[src/dispatchDefines.svh]
`ifndef DISPATCH_DEFINES_SVH
`define DISPATCH_DEFINES_SVH

// Operand and immediate width
`define DATA_WIDTH 32

// Program counter width
`define ADDR_WIDTH 32

// ROB tag width for 16 entries
`define TAG_WIDTH 4

// Opcode field width
// Room for the full RV32I set plus NOP
`define OP_WIDTH 6

`endif
[src/dispatchPkg.sv]
`include "dispatchDefines.svh"

package dispatchPkg;

    // Grouped so that classification is a range compare
    typedef enum logic [`OP_WIDTH-1:0] {
        NOP,
        // ALU group
        LUI, AUIPC,
        ADDI, SLTI, SLTIU, XORI, ORI, ANDI, SLLI, SRLI, SRAI,
        ADD, SUB, SLL, SLT, SLTU, XOR, SRL, SRA, OR, AND,
        // Branch and jump group
        BEQ, BNE, BLT, BGE, BLTU, BGEU, JAL, JALR,
        // Load/store group
        LB, LH, LW, LBU, LHU, SB, SH, SW
    } opcodeE;

    // Target reservation station
    typedef enum logic [1:0] {
        ALU_STATION,
        BRANCH_STATION,
        LSB_STATION
    } stationE;

    // Source operand as a value or a pending ROB tag
    typedef struct packed {
        logic                   ready;
        logic [`DATA_WIDTH-1:0] data;
        // Producer entry while ready is low
        logic [`TAG_WIDTH-1:0]  tag;
    } operandT;

    // One reservation station entry
    typedef struct packed {
        opcodeE                 op;
        logic [`DATA_WIDTH-1:0] imm;
        logic [`ADDR_WIDTH-1:0] pc;
        logic [`TAG_WIDTH-1:0]  destTag;
        operandT                opnd1;
        operandT                opnd2;
    } rsEntryT;

endpackage

[src/rsEntryIf.sv]
`timescale 1ns/1ps
`include "dispatchDefines.svh"

// One station entry travelling from router to output slot
interface rsEntryIf;

    // Router has an entry for this station
    logic valid;

    // Slot can take it this cycle
    logic ready;

    // Payload meaningful only with valid high
    dispatchPkg::rsEntryT entry;

    // Router side
    modport producer (
        output valid,
        output entry,
        input  ready
    );

    // Slot side
    modport consumer (
        input  valid,
        input  entry,
        output ready
    );

endinterface

[src/dispatch.sv]
`timescale 1ns/1ps
`include "dispatchDefines.svh"

module dispatch (
    input  logic                   clk,
    input  logic                   rst,
    // Decoder
    input  logic                   idValid,
    input  logic [`OP_WIDTH-1:0]   idOp,
    input  logic [`DATA_WIDTH-1:0] idImm,
    input  logic [`ADDR_WIDTH-1:0] idPc,
    input  logic [`TAG_WIDTH-1:0]  idDestTag,
    output logic                   idReady,
    // Register file
    input  logic                   reg1Ready,
    input  logic [`DATA_WIDTH-1:0] reg1Data,
    input  logic [`TAG_WIDTH-1:0]  reg1Tag,
    input  logic                   reg2Ready,
    input  logic [`DATA_WIDTH-1:0] reg2Data,
    input  logic [`TAG_WIDTH-1:0]  reg2Tag,
    // ROB query and answer
    output logic                   robQuery1Valid,
    output logic [`TAG_WIDTH-1:0]  robQuery1Tag,
    output logic                   robQuery2Valid,
    output logic [`TAG_WIDTH-1:0]  robQuery2Tag,
    input  logic                   rob1Ready,
    input  logic [`DATA_WIDTH-1:0] rob1Data,
    input  logic                   rob2Ready,
    input  logic [`DATA_WIDTH-1:0] rob2Data,
    // ALU station
    output logic                   aluValid,
    output logic [`OP_WIDTH-1:0]   aluOp,
    output logic [`DATA_WIDTH-1:0] aluImm,
    output logic [`ADDR_WIDTH-1:0] aluPc,
    output logic [`TAG_WIDTH-1:0]  aluDestTag,
    output logic                   aluOpnd1Ready,
    output logic [`DATA_WIDTH-1:0] aluOpnd1Data,
    output logic [`TAG_WIDTH-1:0]  aluOpnd1Tag,
    output logic                   aluOpnd2Ready,
    output logic [`DATA_WIDTH-1:0] aluOpnd2Data,
    output logic [`TAG_WIDTH-1:0]  aluOpnd2Tag,
    input  logic                   aluReady,
    // Branch station
    output logic                   branchValid,
    output logic [`OP_WIDTH-1:0]   branchOp,
    output logic [`DATA_WIDTH-1:0] branchImm,
    output logic [`ADDR_WIDTH-1:0] branchPc,
    output logic [`TAG_WIDTH-1:0]  branchDestTag,
    output logic                   branchOpnd1Ready,
    output logic [`DATA_WIDTH-1:0] branchOpnd1Data,
    output logic [`TAG_WIDTH-1:0]  branchOpnd1Tag,
    output logic                   branchOpnd2Ready,
    output logic [`DATA_WIDTH-1:0] branchOpnd2Data,
    output logic [`TAG_WIDTH-1:0]  branchOpnd2Tag,
    input  logic                   branchReady,
    // Load/store station
    output logic                   lsbValid,
    output logic [`OP_WIDTH-1:0]   lsbOp,
    output logic [`DATA_WIDTH-1:0] lsbImm,
    output logic [`ADDR_WIDTH-1:0] lsbPc,
    output logic [`TAG_WIDTH-1:0]  lsbDestTag,
    output logic                   lsbOpnd1Ready,
    output logic [`DATA_WIDTH-1:0] lsbOpnd1Data,
    output logic [`TAG_WIDTH-1:0]  lsbOpnd1Tag,
    output logic                   lsbOpnd2Ready,
    output logic [`DATA_WIDTH-1:0] lsbOpnd2Data,
    output logic [`TAG_WIDTH-1:0]  lsbOpnd2Tag,
    input  logic                   lsbReady
);
    import dispatchPkg::*;

    operandT opnd1;
    operandT opnd2;
    rsEntryT aluEntry;
    rsEntryT branchEntry;
    rsEntryT lsbEntry;

    rsEntryIf toAlu ();
    rsEntryIf toBranch ();
    rsEntryIf toLsb ();

    // Source operand 1
    operandResolver resolve1 (
        .regReady(reg1Ready), .regData(reg1Data), .regTag(reg1Tag),
        .robReady(rob1Ready), .robData(rob1Data), .active(idValid),
        .robQueryValid(robQuery1Valid), .robQueryTag(robQuery1Tag), .opnd(opnd1)
    );

    // Source operand 2
    operandResolver resolve2 (
        .regReady(reg2Ready), .regData(reg2Data), .regTag(reg2Tag),
        .robReady(rob2Ready), .robData(rob2Data), .active(idValid),
        .robQueryValid(robQuery2Valid), .robQueryTag(robQuery2Tag), .opnd(opnd2)
    );

    dispatchRouter router (
        .idValid(idValid), .idOp(opcodeE'(idOp)), .idImm(idImm), .idPc(idPc),
        .idDestTag(idDestTag), .idReady(idReady), .opnd1(opnd1), .opnd2(opnd2),
        .aluPort(toAlu.producer), .branchPort(toBranch.producer), .lsbPort(toLsb.producer)
    );

    // One registered slot per station
    stationSlot aluSlot (
        .clk(clk), .rst(rst), .upstream(toAlu.consumer),
        .outValid(aluValid), .outEntry(aluEntry), .outReady(aluReady)
    );

    stationSlot branchSlot (
        .clk(clk), .rst(rst), .upstream(toBranch.consumer),
        .outValid(branchValid), .outEntry(branchEntry), .outReady(branchReady)
    );

    stationSlot lsbSlot (
        .clk(clk), .rst(rst), .upstream(toLsb.consumer),
        .outValid(lsbValid), .outEntry(lsbEntry), .outReady(lsbReady)
    );

    // Flatten entries onto the station ports
    // Operand fields follow the struct order ready, data, tag
    assign {aluOp, aluImm, aluPc, aluDestTag} =
        {aluEntry.op, aluEntry.imm, aluEntry.pc, aluEntry.destTag};
    assign {aluOpnd1Ready, aluOpnd1Data, aluOpnd1Tag} = aluEntry.opnd1;
    assign {aluOpnd2Ready, aluOpnd2Data, aluOpnd2Tag} = aluEntry.opnd2;

    assign {branchOp, branchImm, branchPc, branchDestTag} =
        {branchEntry.op, branchEntry.imm, branchEntry.pc, branchEntry.destTag};
    assign {branchOpnd1Ready, branchOpnd1Data, branchOpnd1Tag} = branchEntry.opnd1;
    assign {branchOpnd2Ready, branchOpnd2Data, branchOpnd2Tag} = branchEntry.opnd2;

    assign {lsbOp, lsbImm, lsbPc, lsbDestTag} =
        {lsbEntry.op, lsbEntry.imm, lsbEntry.pc, lsbEntry.destTag};
    assign {lsbOpnd1Ready, lsbOpnd1Data, lsbOpnd1Tag} = lsbEntry.opnd1;
    assign {lsbOpnd2Ready, lsbOpnd2Data, lsbOpnd2Tag} = lsbEntry.opnd2;

endmodule

[src/stationSlot.sv]
`timescale 1ns/1ps
`include "dispatchDefines.svh"

module stationSlot (
    input  logic                 clk,
    input  logic                 rst,
    // From the router
    rsEntryIf.consumer           upstream,
    // To the reservation station
    output logic                 outValid,
    output dispatchPkg::rsEntryT outEntry,
    input  logic                 outReady
);

    logic load;

    // Empty or emptying on this edge
    assign upstream.ready = !outValid || outReady;

    assign load = upstream.valid && upstream.ready;

    // Occupancy flag
    always_ff @(posedge clk) begin
        if (rst) begin
            outValid <= 1'b0;
        end else if (load) begin
            // Covers refill on the same edge as a drain
            outValid <= 1'b1;
        end else if (outReady) begin
            outValid <= 1'b0;
        end
    end

    // Payload register
    // Held while the station stalls
    always_ff @(posedge clk) begin
        if (load) begin
            outEntry <= upstream.entry;
        end
    end

endmodule

[src/dispatchRouter.sv]
`timescale 1ns/1ps
`include "dispatchDefines.svh"

module dispatchRouter (
    // Decoder side
    input  logic                   idValid,
    input  dispatchPkg::opcodeE    idOp,
    input  logic [`DATA_WIDTH-1:0] idImm,
    input  logic [`ADDR_WIDTH-1:0] idPc,
    input  logic [`TAG_WIDTH-1:0]  idDestTag,
    output logic                   idReady,
    // Resolved source operands
    input  dispatchPkg::operandT   opnd1,
    input  dispatchPkg::operandT   opnd2,
    // One port per station slot
    rsEntryIf.producer             aluPort,
    rsEntryIf.producer             branchPort,
    rsEntryIf.producer             lsbPort
);
    import dispatchPkg::*;

    stationE target;
    rsEntryT entry;

    // Station by opcode range
    // Anything unknown lands in the ALU
    always_comb begin
        if (idOp >= BEQ && idOp <= JALR) begin
            target = BRANCH_STATION;
        end else if (idOp >= LB && idOp <= SW) begin
            target = LSB_STATION;
        end else begin
            target = ALU_STATION;
        end
    end

    // Same entry offered to every slot
    always_comb begin
        entry.op      = idOp;
        entry.imm     = idImm;
        entry.pc      = idPc;
        entry.destTag = idDestTag;
        entry.opnd1   = opnd1;
        entry.opnd2   = opnd2;
    end

    assign aluPort.entry    = entry;
    assign branchPort.entry = entry;
    assign lsbPort.entry    = entry;

    // Only the chosen slot sees valid
    assign aluPort.valid    = idValid && (target == ALU_STATION);
    assign branchPort.valid = idValid && (target == BRANCH_STATION);
    assign lsbPort.valid    = idValid && (target == LSB_STATION);

    // Stall only on the targeted slot
    always_comb begin
        case (target)
            BRANCH_STATION: idReady = branchPort.ready;
            LSB_STATION:    idReady = lsbPort.ready;
            default:        idReady = aluPort.ready;
        endcase
    end

endmodule

[src/operandResolver.sv]
`timescale 1ns/1ps
`include "dispatchDefines.svh"

module operandResolver (
    // Register file lookup
    input  logic                   regReady,
    input  logic [`DATA_WIDTH-1:0] regData,
    input  logic [`TAG_WIDTH-1:0]  regTag,
    // ROB answer in the same cycle as the query
    input  logic                   robReady,
    input  logic [`DATA_WIDTH-1:0] robData,
    // Decoder has an instruction this cycle
    input  logic                   active,
    // ROB query
    output logic                   robQueryValid,
    output logic [`TAG_WIDTH-1:0]  robQueryTag,
    // Resolved operand to the router
    output dispatchPkg::operandT   opnd
);

    // Only ask the ROB when the register file has no value
    assign robQueryValid = active && !regReady;
    assign robQueryTag   = regTag;

    always_comb begin
        // Tag passes through and is ignored once ready is set
        opnd.tag = regTag;
        if (regReady) begin
            // Committed value in the register file
            opnd.ready = 1'b1;
            opnd.data  = regData;
        end else if (robReady) begin
            // Finished but not yet committed
            opnd.ready = 1'b1;
            opnd.data  = robData;
        end else begin
            // Still in flight so the station waits on the tag
            opnd.ready = 1'b0;
            opnd.data  = '0;
        end
    end

endmodule

[config.mk]
export PLATFORM = sky130hd
export DESIGN_NAME = dispatch
export DESIGN_NICKNAME = d
export VERILOG_FILES = /design/src/dispatchPkg.sv /design/src/rsEntryIf.sv /design/src/dispatch.sv /design/src/stationSlot.sv /design/src/dispatchRouter.sv /design/src/operandResolver.sv
export VERILOG_INCLUDE_DIRS = /design/src
export SDC_FILE = /design/constraint.sdc
export NUM_CORES = 1
export LEC_CHECK = 0
export ABC_CLOCK_PERIOD_IN_PS = 19000
export BUFFER_PORTS_ARGS = -buffer_cell sky130_fd_sc_hd__buf_4
export CORE_AREA = 2 2 266 268
export DETAILED_ROUTE_END_ITERATION = 6
export DIE_AREA = 0 0 268 270
export HOLD_SLACK_MARGIN = 0.03
export REMOVE_ABC_BUFFERS = 1
export SETUP_SLACK_MARGIN = 0.3
export SLEW_MARGIN = 10
export SYNTH_ARGS = -nofsm -noshare
export SYNTH_HDL_FRONTEND = slang
export SYNTH_SLANG_ARGS = --single-unit
[constraint.sdc]
create_clock -name clk -period 19 [get_ports clk]
set_clock_uncertainty 0.2 [all_clocks]
set_input_delay 0.95 -clock clk [delete_from_list [all_inputs] [get_ports clk]]
set_output_delay 0.95 -clock clk [all_outputs]
set_load 0.01 [all_outputs]
==> flow_summary.toml, run 1 <==
[clock_tree]
h-tree-depth = 2
cts_hold_buf = 0
cts_repair_resize_count = 0
cts_tree = "built"
cts_setup_buffers = 0
clockRootBuffer = "clkbuf_16"
cts_buffers = 48
clk_latency_ps = 560
cts_buffer_depth = 3
clkTransAtPathRegs_ps = 50
clock-sinks = 447

[floorplan]
dieArea_mm2 = 0.07236
placeableCoreArea_mm2 = 0.06954
dieHeight_um = 270
die_x_um = 268
io_pins = 678
floorplan.rows = 97
start_util = 0.2061

[global_route]
grt_pass1_vias = 8887
grt_max_degree = 65
grt_pass1_wl_mm = 60.02
grt_overflow_total = 0
grt_usage = 0.1119
antenna_found_initial = 7

[placement]
pre_cts_slack_ps = 15090
dp.cells = 2176
portBuffers = 677
hpwl_mm = 31.66
place_congestion = 0.8661
post_dp_cell_area_mm2 = 0.02052

[critical_path]
crit_top_cell = "buf_4"
reg2reg_depth = 3
reg2reg_slack_ps = 16230
timing.critical_path.cells = "buf_4 -> nand2b_1 -> o22ai_1 -> nand2_1 -> nor2_4 -> buf_4"
crit_path_end_kind = "flop"
critPathLaunchType = "input port"
cp_top_family = "simple AND/OR/NAND/NOR gates"
cp.required_ps = 18980
slowest_delay_ps = 790
path_buf_inv = 2
slowest_stage = "buf_4"
worst_r2r_endpoint = "lsbSlot.outEntry[115]$_DFFE_PP_"
cp_max_fo = 64
critical_path_class = "input port to flop"
r2r_start = "lsbSlot.outValid$_SDFFE_PP0P_"
worstPathArrival_ps = 3310

[synthesis]
ys_types = 24
ys.flop_type = "edfxtp_1"
synth-edff-count = 444
synth_cells = 574
mappedNetlistArea_mm2 = 0.01433
synth-async-reset-ratio = 0
ys_ff_latch = 447
ys_seq_area_frac = 0.9343
avgSynthCellArea_um2 = 24.97
ys_warn_count = 0

[timing]
rsz0062_at_grt = "no"
setup_ws_ps = 15670
layout_min_cycle_time_ps = 3334
hold_violations = 0
setup-tns-final_ps = 0
finalCritPeriodShare = 0.1755
slew_headroom = 0.3126
max_freq_ghz = 0.2999
slew_viol_final = 0
setup-violations-final = 0
timing.hold.ws_ps = 337.8
worst_pin_slew_ps = 1031

[min_path]
min_path_cells = 2
hold_path_end = "branchSlot.outValid$_SDFFE_PP0P_"
hp-start = "branchSlot.outValid$_SDFFE_PP0P_"
hold_class = "flop to flop"

[power]
power_leakage_nw = 8.527
peakVddDrop_mv = 0.07053
p_per_area_mw_per_mm2 = 99.54

[finish]
finalInstanceArea_mm2 = 0.02200
fill_cells = 6723
nets = 1506
layout_common_cells = "buf_4, edfxtp_1, a22o_1"
syn_to_final_growth_pct = 53.49
final_common_cell = "buf_4"
drive_gt1_frac = 0.5716
fin_cells = 2261

[flow_run]
cap_violations = 0

[detailed_routing]
drt-pass1-iter-count = 4
drcViolationCount = 0
vias = 8516
wirelength_mm = 43.30
ant_nets = 0
drt-initial-drc-count = 625
routed_via_density = 3.766
wl_per_cell_um = 19.15

[outcome]
status = "finished clean"
-- routing by layer --
metal	vias up	global-route usage	share of wire
met5	-	0	0.0015
met4	10	0.05116	0.038
met3	100	0.04550	0.10
met2	418	0.1929	0.50
met1	4206	0.1189	0.36
li1	3782	-	-
-- report_power, final --
group / switching, mW / total [mW] / internal (mW)
Clock: 0.370 / 0.881 / 0.510
Sequential: 0.0110 / 1.14 / 1.13
Combinational: 0.0866 / 0.166 / 0.0791
Total: 0.468 / 2.19 / 1.72
-- cell usage after synthesis, types with 2 or more instances --
master,instances,area share
a21oi_1,5,0.0017
a22o_1,62,0.038
buf_2,8,0.0028
buf_4,14,0.0073
dfxtp_1,3,0.0042
edfxtp_1,444,0.93
nand2_1,8,0.0021
nand2b_1,4,0.0017
nand3_1,2,0.00070
nor2_1,2,0.00052
nor2b_1,5,0.0022
nor2b_4,2,0.0019
nor3_1,2,0.00070
o21ai_1,2,0.00070
or2_1,2,0.00087
-- final cells by class --
class	count	area (um2)	area share
Tap cell	940	1176	0.05345
Antenna cell	2	5.005	0.0002275
Clock buffer	56	1252	0.05692
Clock inverter	27	224.0	0.01018
Multi-Input combinational cell	105	817.0	0.03713
Timing Repair Buffer	684	5135	0.2334
Sequential cell	447	13390	0.6087
-- through the flow --
step | power, mW | util
after CTS | 2.222 | 0.3163
final | 2.190 | 0.3164
after global placement | 1.329 | 0.2951
after floorplan | 1.218 | -
after detailed placement | 1.333 | 0.2951
after global routing | 2.270 | 0.3164
-- how the worst max path moves through the flow --
stage	from	slack, ps	depth (start not counted)	end
floorplan	idOp[1]	10270	4	aluSlot.outEntry[0]$_DFFE_PP_
global placement	idOp[5]	15110	6	lsbSlot.outEntry[3]$_DFFE_PP_
detailed placement	idOp[5]	15090	6	lsbSlot.outEntry[115]$_DFFE_PP_
CTS	idOp[5]	15700	6	lsbSlot.outEntry[110]$_DFFE_PP_
global route	idOp[5]	15560	6	lsbSlot.outEntry[132]$_DFFE_PP_
finish	idOp[5]	15670	6	lsbSlot.outEntry[115]$_DFFE_PP_
-- logic make-up after synthesis --
family | count (synthesis) | synth area share
flip-flops | 447 | 0.9343
AO/OA/AOI/OAI | 74 | 0.04277
buffers and inverters | 22 | 0.01012
AND/OR/NAND/NOR | 30 | 0.01222
XOR/XNOR | 1 | 0.0006111
-- worst reg2reg max path, cell delays in order (launching register included) --
cell and delay (ps):
dfxtp_1 310, nor2b_1 190, nor2_4 710, buf_4 810
-- sequential cells by signal (all words and copies together) (netlist names) --
register and cells:
lsbSlot.outValid 1, branchSlot.outValid 1, branchSlot.outEntry 148, lsbSlot.outEntry 148, aluSlot.outValid 1, aluSlot.outEntry 148
Note: power is estimated with default switching activity, not from simulation.
==> inputs of run 2 (changes only) <==
Settings changed: ABC_CLOCK_PERIOD_IN_PS 19000 to 3100.
Clock period 19 ns to 3.1 ns, I/O delays scaled along.
==> flow_summary.toml, run 2 (same netlist as run 1, synthesis figures left out) <==
[critical_path]
slowest_stage = "nor2b_4"
critPathLaunchType = "input port"
reg2reg_slack_ps = 1030
r2r_start = "branchSlot.outValid$_SDFFE_PP0P_"
reg2reg_depth = 4
path_buf_inv = 3
slowest_delay_ps = 730
cp_top_family = "buffers and inverters"
cp_max_fo = 36
worstPathArrival_ps = 2590
crit_top_cell = "dlygate4sd3_1"
crit_path_end_kind = "flop"
critical_path_class = "input port to flop"
timing.critical_path.cells = "dlygate4sd3_1 -> buf_4 -> nor2b_4 -> a22o_1 -> dlygate4sd3_1"
worst_r2r_endpoint = "branchSlot.outEntry[78]$_DFFE_PP_"
cp.required_ps = 3300

[power]
finalPower_mw = 13.69
p_per_area_mw_per_mm2 = 562.5
power_leakage_nw = 9.582
peakVddDrop_mv = 0.4723

[floorplan]
floorplan.rows = 97
dieHeight_um = 270
dieArea_mm2 = 0.07236
die_x_um = 268
io_pins = 678
placeableCoreArea_mm2 = 0.06954
start_util = 0.2061

[detailed_routing]
wl_per_cell_um = 18.77
drcViolationCount = 0
vias = 9547
drt-initial-drc-count = 750
drt-pass1-iter-count = 5
wirelength_mm = 46.73
ant_nets = 0
routed_via_density = 3.834

[clock_tree]
cts_tree = "built"
cts_setup_buffers = 0
cts_buffer_depth = 3
h-tree-depth = 2
cts_repair_resize_count = 0
clk_latency_ps = 560
clkTransAtPathRegs_ps = 60
cts_buffers = 46
clock-sinks = 447
clockRootBuffer = "clkbuf_16"
cts_hold_buf = 219

[finish]
fin_cells = 2490
syn_to_final_growth_pct = 69.76
layout_common_cells = "buf_4, edfxtp_1, dlygate4sd3_1"
final_common_cell = "buf_4"
drive_gt1_frac = 0.4977
nets = 1732
top_regs = "aluSlot.outEntry (148), branchSlot.outEntry (148), lsbSlot.outEntry (148)"

[placement]
dp.cells = 2185
pre_cts_slack_ps = 935.3
place_congestion = 0.8577
hpwl_mm = 33.09
portBuffers = 677

[timing]
layout_min_cycle_time_ps = 2391
setup-violations-final = 0
slew_headroom = 0.3631
setup_ws_ps = 708.6
worst_pin_slew_ps = 953.3
slew_viol_final = 0
hold_violations = 0
timing.hold.ws_ps = 117.0
finalCritPeriodShare = 0.7714
rsz0062_at_grt = "no"
max_freq_ghz = 0.4182

[min_path]
hold_class = "input port to flop"
hp-start = "rst"
hold_path_end = "lsbSlot.outValid$_SDFFE_PP0P_"
min_path_cells = 3

[global_route]
grt_max_degree = 82
grt_usage = 0.1215
grt_overflow_total = 0
grt_pass1_wl_mm = 65.67
grt_pass1_vias = 10050
antenna_found_initial = 8

[flow_run]
cap_violations = 0

[outcome]
status = "finished clean"
## run 2: cell type report
| type | instances | area (um2) |
|---|---|---|
| Clock inverter | 35 | 246.5 |
| Sequential cell | 447 | 13390 |
| Antenna cell | 1 | 2.502 |
| Fill cell | 6499 | 45210 |
| Clock buffer | 50 | 1230 |
| Multi-Input combinational cell | 105 | 817.0 |
| Timing Repair Buffer | 912 | 7470 |
| Tap cell | 940 | 1176 |
## run 2: worst reg2reg max path, cell delays in order, from the launching register on
cell and delay (ps):
dfxtp_1 320, nand2b_1 90, nor2b_1 170, and3_4 570, buf_4 390
## run 2: stage by stage
step	util	setup TNS, ps	area (um2)
final	0.3499	0	24330
after global routing	0.3499	0	24330
after CTS	0.3499	0	24330
after detailed placement	0.2971	0	20660
after global placement	0.2971	0	20660
after floorplan	-	-1626780	14190
## run 2: how the worst max path moves through the flow
stage,start,to,depth (start not counted)
floorplan,idOp[1],aluSlot.outEntry[0]$_DFFE_PP_,4
global placement,idOp[5],branchSlot.outEntry[58]$_DFFE_PP_,5
detailed placement,idOp[5],branchSlot.outEntry[63]$_DFFE_PP_,5
CTS,reg2Ready,lsbSlot.outEntry[32]$_DFFE_PP_,5
global route,reg2Ready,aluSlot.outEntry[8]$_DFFE_PP_,5
finish,reg2Ready,branchSlot.outEntry[7]$_DFFE_PP_,5
## run 2: where the power goes
part	total, mW	internal (mW)	switching [mW]
registers	7.01	6.94	0.0765
logic	1.29	0.702	0.587
clock network	5.38	3.10	2.28
## run 2: routing by layer
metal  vias to the layer above  part of all wire  GRT usage
li1                       4239                 -          -
met1                      4698              0.37     0.1342
met2                       500              0.50     0.2160
met3                        98             0.087    0.03893
met4                        12             0.033    0.04572
met5                         -            0.0015          0
==> inputs of run 3 (changes only) <==
Settings changed: ABC_AREA from default to 1, ABC_CLOCK_PERIOD_IN_PS 3100 to 2400, CORE_AREA 2 2 266 268 to 2 2 260 262, DIE_AREA 0 0 268 270 to 0 0 262 264.
Clock period 3.1 ns to 2.4 ns, I/O delays scaled along.
==> flow_summary.toml, run 3 <==
[global_route]
antenna_found_initial = 1
grt_max_degree = 50
grt_overflow_total = 0
grt_pass1_wl_mm = 65.11
grt_usage = 0.1260
grt_pass1_vias = 10460

[timing]
slew_viol_final = 0
worst_pin_slew_ps = 651.9
finalCritPeriodShare = 0.8511
setup-violations-final = 0
slew_headroom = 0.5648
hold_violations = 0
max_freq_ghz = 0.4895
layout_min_cycle_time_ps = 2043
rsz0062_at_grt = "no"

[clock_tree]
cts_buffers = 45
clockRootBuffer = "clkbuf_16"
h-tree-depth = 2
clk_latency_ps = 550
clock-sinks = 447
cts_buffer_depth = 3
clkTransAtPathRegs_ps = 60
cts_setup_buffers = 0
cts_tree = "built"

[finish]
top_regs = "aluSlot.outEntry (148), branchSlot.outEntry (148), lsbSlot.outEntry (148)"
fin_cells = 2582
multi_input_area_um2 = 987.2
nets = 1896
finalInstanceArea_mm2 = 0.02482
fill_cells = 6143
syn_to_final_growth_pct = 70.26
final_common_cell = "buf_4"
seq_area_mm2 = 0.01339
layout_common_cells = "buf_4, edfxtp_1, dlygate4sd3_1"
drive_gt1_frac = 0.4651

[critical_path]
critPathLaunchType = "input port"
slowest_stage = "dlygate4sd3_1"
critical_path_class = "input port to flop"
cp_max_fo = 3
crit_path_end_kind = "flop"
worstPathArrival_ps = 2110
timing.critical_path.cells = "dlygate4sd3_1 -> buf_4 -> nand2_1 -> dlygate4sd3_1 -> nand2_1 -> dlygate4sd3_1"
crit_top_cell = "dlygate4sd3_1"
cp.required_ps = 2470
cp_top_family = "buffers and inverters"
slowest_delay_ps = 610
path_buf_inv = 4

[synthesis]
avgSynthCellArea_um2 = 20.56
yosys.area.top_type = "edfxtp_1"
synth-async-reset-ratio = 0
yosys-top-cells-count = "edfxtp_1, nand2_1, nand3_1"
yosysTopAreaCellShare = 0.9144
synth-edff-count = 444
synth_cells = 709
ys_ff_latch = 447
ys_warn_count = 0
ys_seq_area_frac = 0.9186
ys_top_cells_by_area = "edfxtp_1, nand2_1, nand3_1"
mappedNetlistArea_mm2 = 0.01458
synth.most_common_cell = "edfxtp_1"
ys_types = 17
ys.flop_type = "edfxtp_1"

[floorplan]
die_x_um = 262
dieArea_mm2 = 0.06917
placeableCoreArea_mm2 = 0.06656
dieHeight_um = 264
start_util = 0.2190
floorplan.rows = 95
io_pins = 678

[detailed_routing]
wl_per_cell_um = 18.10
ant_nets = 0
vias = 10250
routed_via_density = 3.970
wirelength_mm = 46.73
drcViolationCount = 0
drt-pass1-iter-count = 5
drt-initial-drc-count = 719

[power]
peakVddDrop_mv = 0.4455
p_per_area_mw_per_mm2 = 717.3
power_leakage_nw = 10.01

[placement]
dp.cells = 2265
place_congestion = 0.8029
post_dp_cell_area_mm2 = 0.02103
hpwl_mm = 33.30
portBuffers = 677

[flow_run]
cap_violations = 0

[min_path]
hold_class = "input port to flop"

[outcome]
status = "finished clean"
[run 3: worst reg2reg max path, delay by kind of cell (launching register included)]
family	cells	cell delay (ps)
buffers and inverters	4	590
and+or+nand+nor	3	340
DFF	1	310
[run 3: power breakdown]
group	total [mW]	switching [mW]	internal [mW]
clock network	6.80	2.82	3.98
logic	1.89	0.897	0.991
registers	9.11	0.106	9.01
[run 3: cells by family (layout without fill, tap and decap cells)]
group / count (synthesis) / after routing / share of synthesized area
flops: 447 / 447 / 0.9186
simple gates: 217 / 217 / 0.06325
buf+inv: 40 / 1038 / 0.01528
compound gates: 5 / 5 / 0.002918
other cells: 0 / 2 / 0
[run 3: through the flow]
step	setup WS [ps]	power, mW	util	setup TNS (ps)	hold WS [ps]
floorplan	-5160	9.749	-	-2285600	-17.56
global placement	448.5	10.80	0.3159	0	108.6
detailed placement	446.7	10.82	0.3159	0	105.2
CTS	354.1	17.99	0.3730	0	59.08
global route	358.5	18.42	0.3729	0	66.53
finish	357.3	17.81	0.3729	0	103.6
[run 3: final cells by class]
cell class,instances,area share
multi-input cells,222,0.03977
clock buffers,54,0.04672
inverters,10,0.001613
well taps,873,0.04400
flip-flops and latches,447,0.5395
repair buffers,950,0.3177
diodes,2,0.0002016
clock inverters,24,0.01043
[run 3: final timing paths]
check	depth (start not counted)	start	slack, ps	to
max	6	reg2Data[12]	360	branchSlot.outEntry[16]$_DFFE_PP_
min	2	idImm[24]	100	branchSlot.outEntry[134]$_DFFE_PP_
max reg2reg	7	branchSlot.outValid$_SDFFE_PP0P_	610	branchSlot.outEntry[83]$_DFFE_PP_
min reg2reg	4	lsbSlot.outValid$_SDFFE_PP0P_	750	lsbSlot.outEntry[60]$_DFFE_PP_
[run 3: layer usage]
layer  vias up  routed length [um]  track usage
li1       4611                   -            -
met5         -                   0            0
met4         0                1592      0.05115
met1      4954               16840       0.1345
met2       586               24340       0.2318
met3        99                3948      0.03454
[run 3: repair_timing]
item / in CTS / in global routing
resized for setup: 0 / 2
endpoints found under the setup margin: 0 / 4
hold endpoints to repair: 444 / 0
hold buffers: 238 / 0
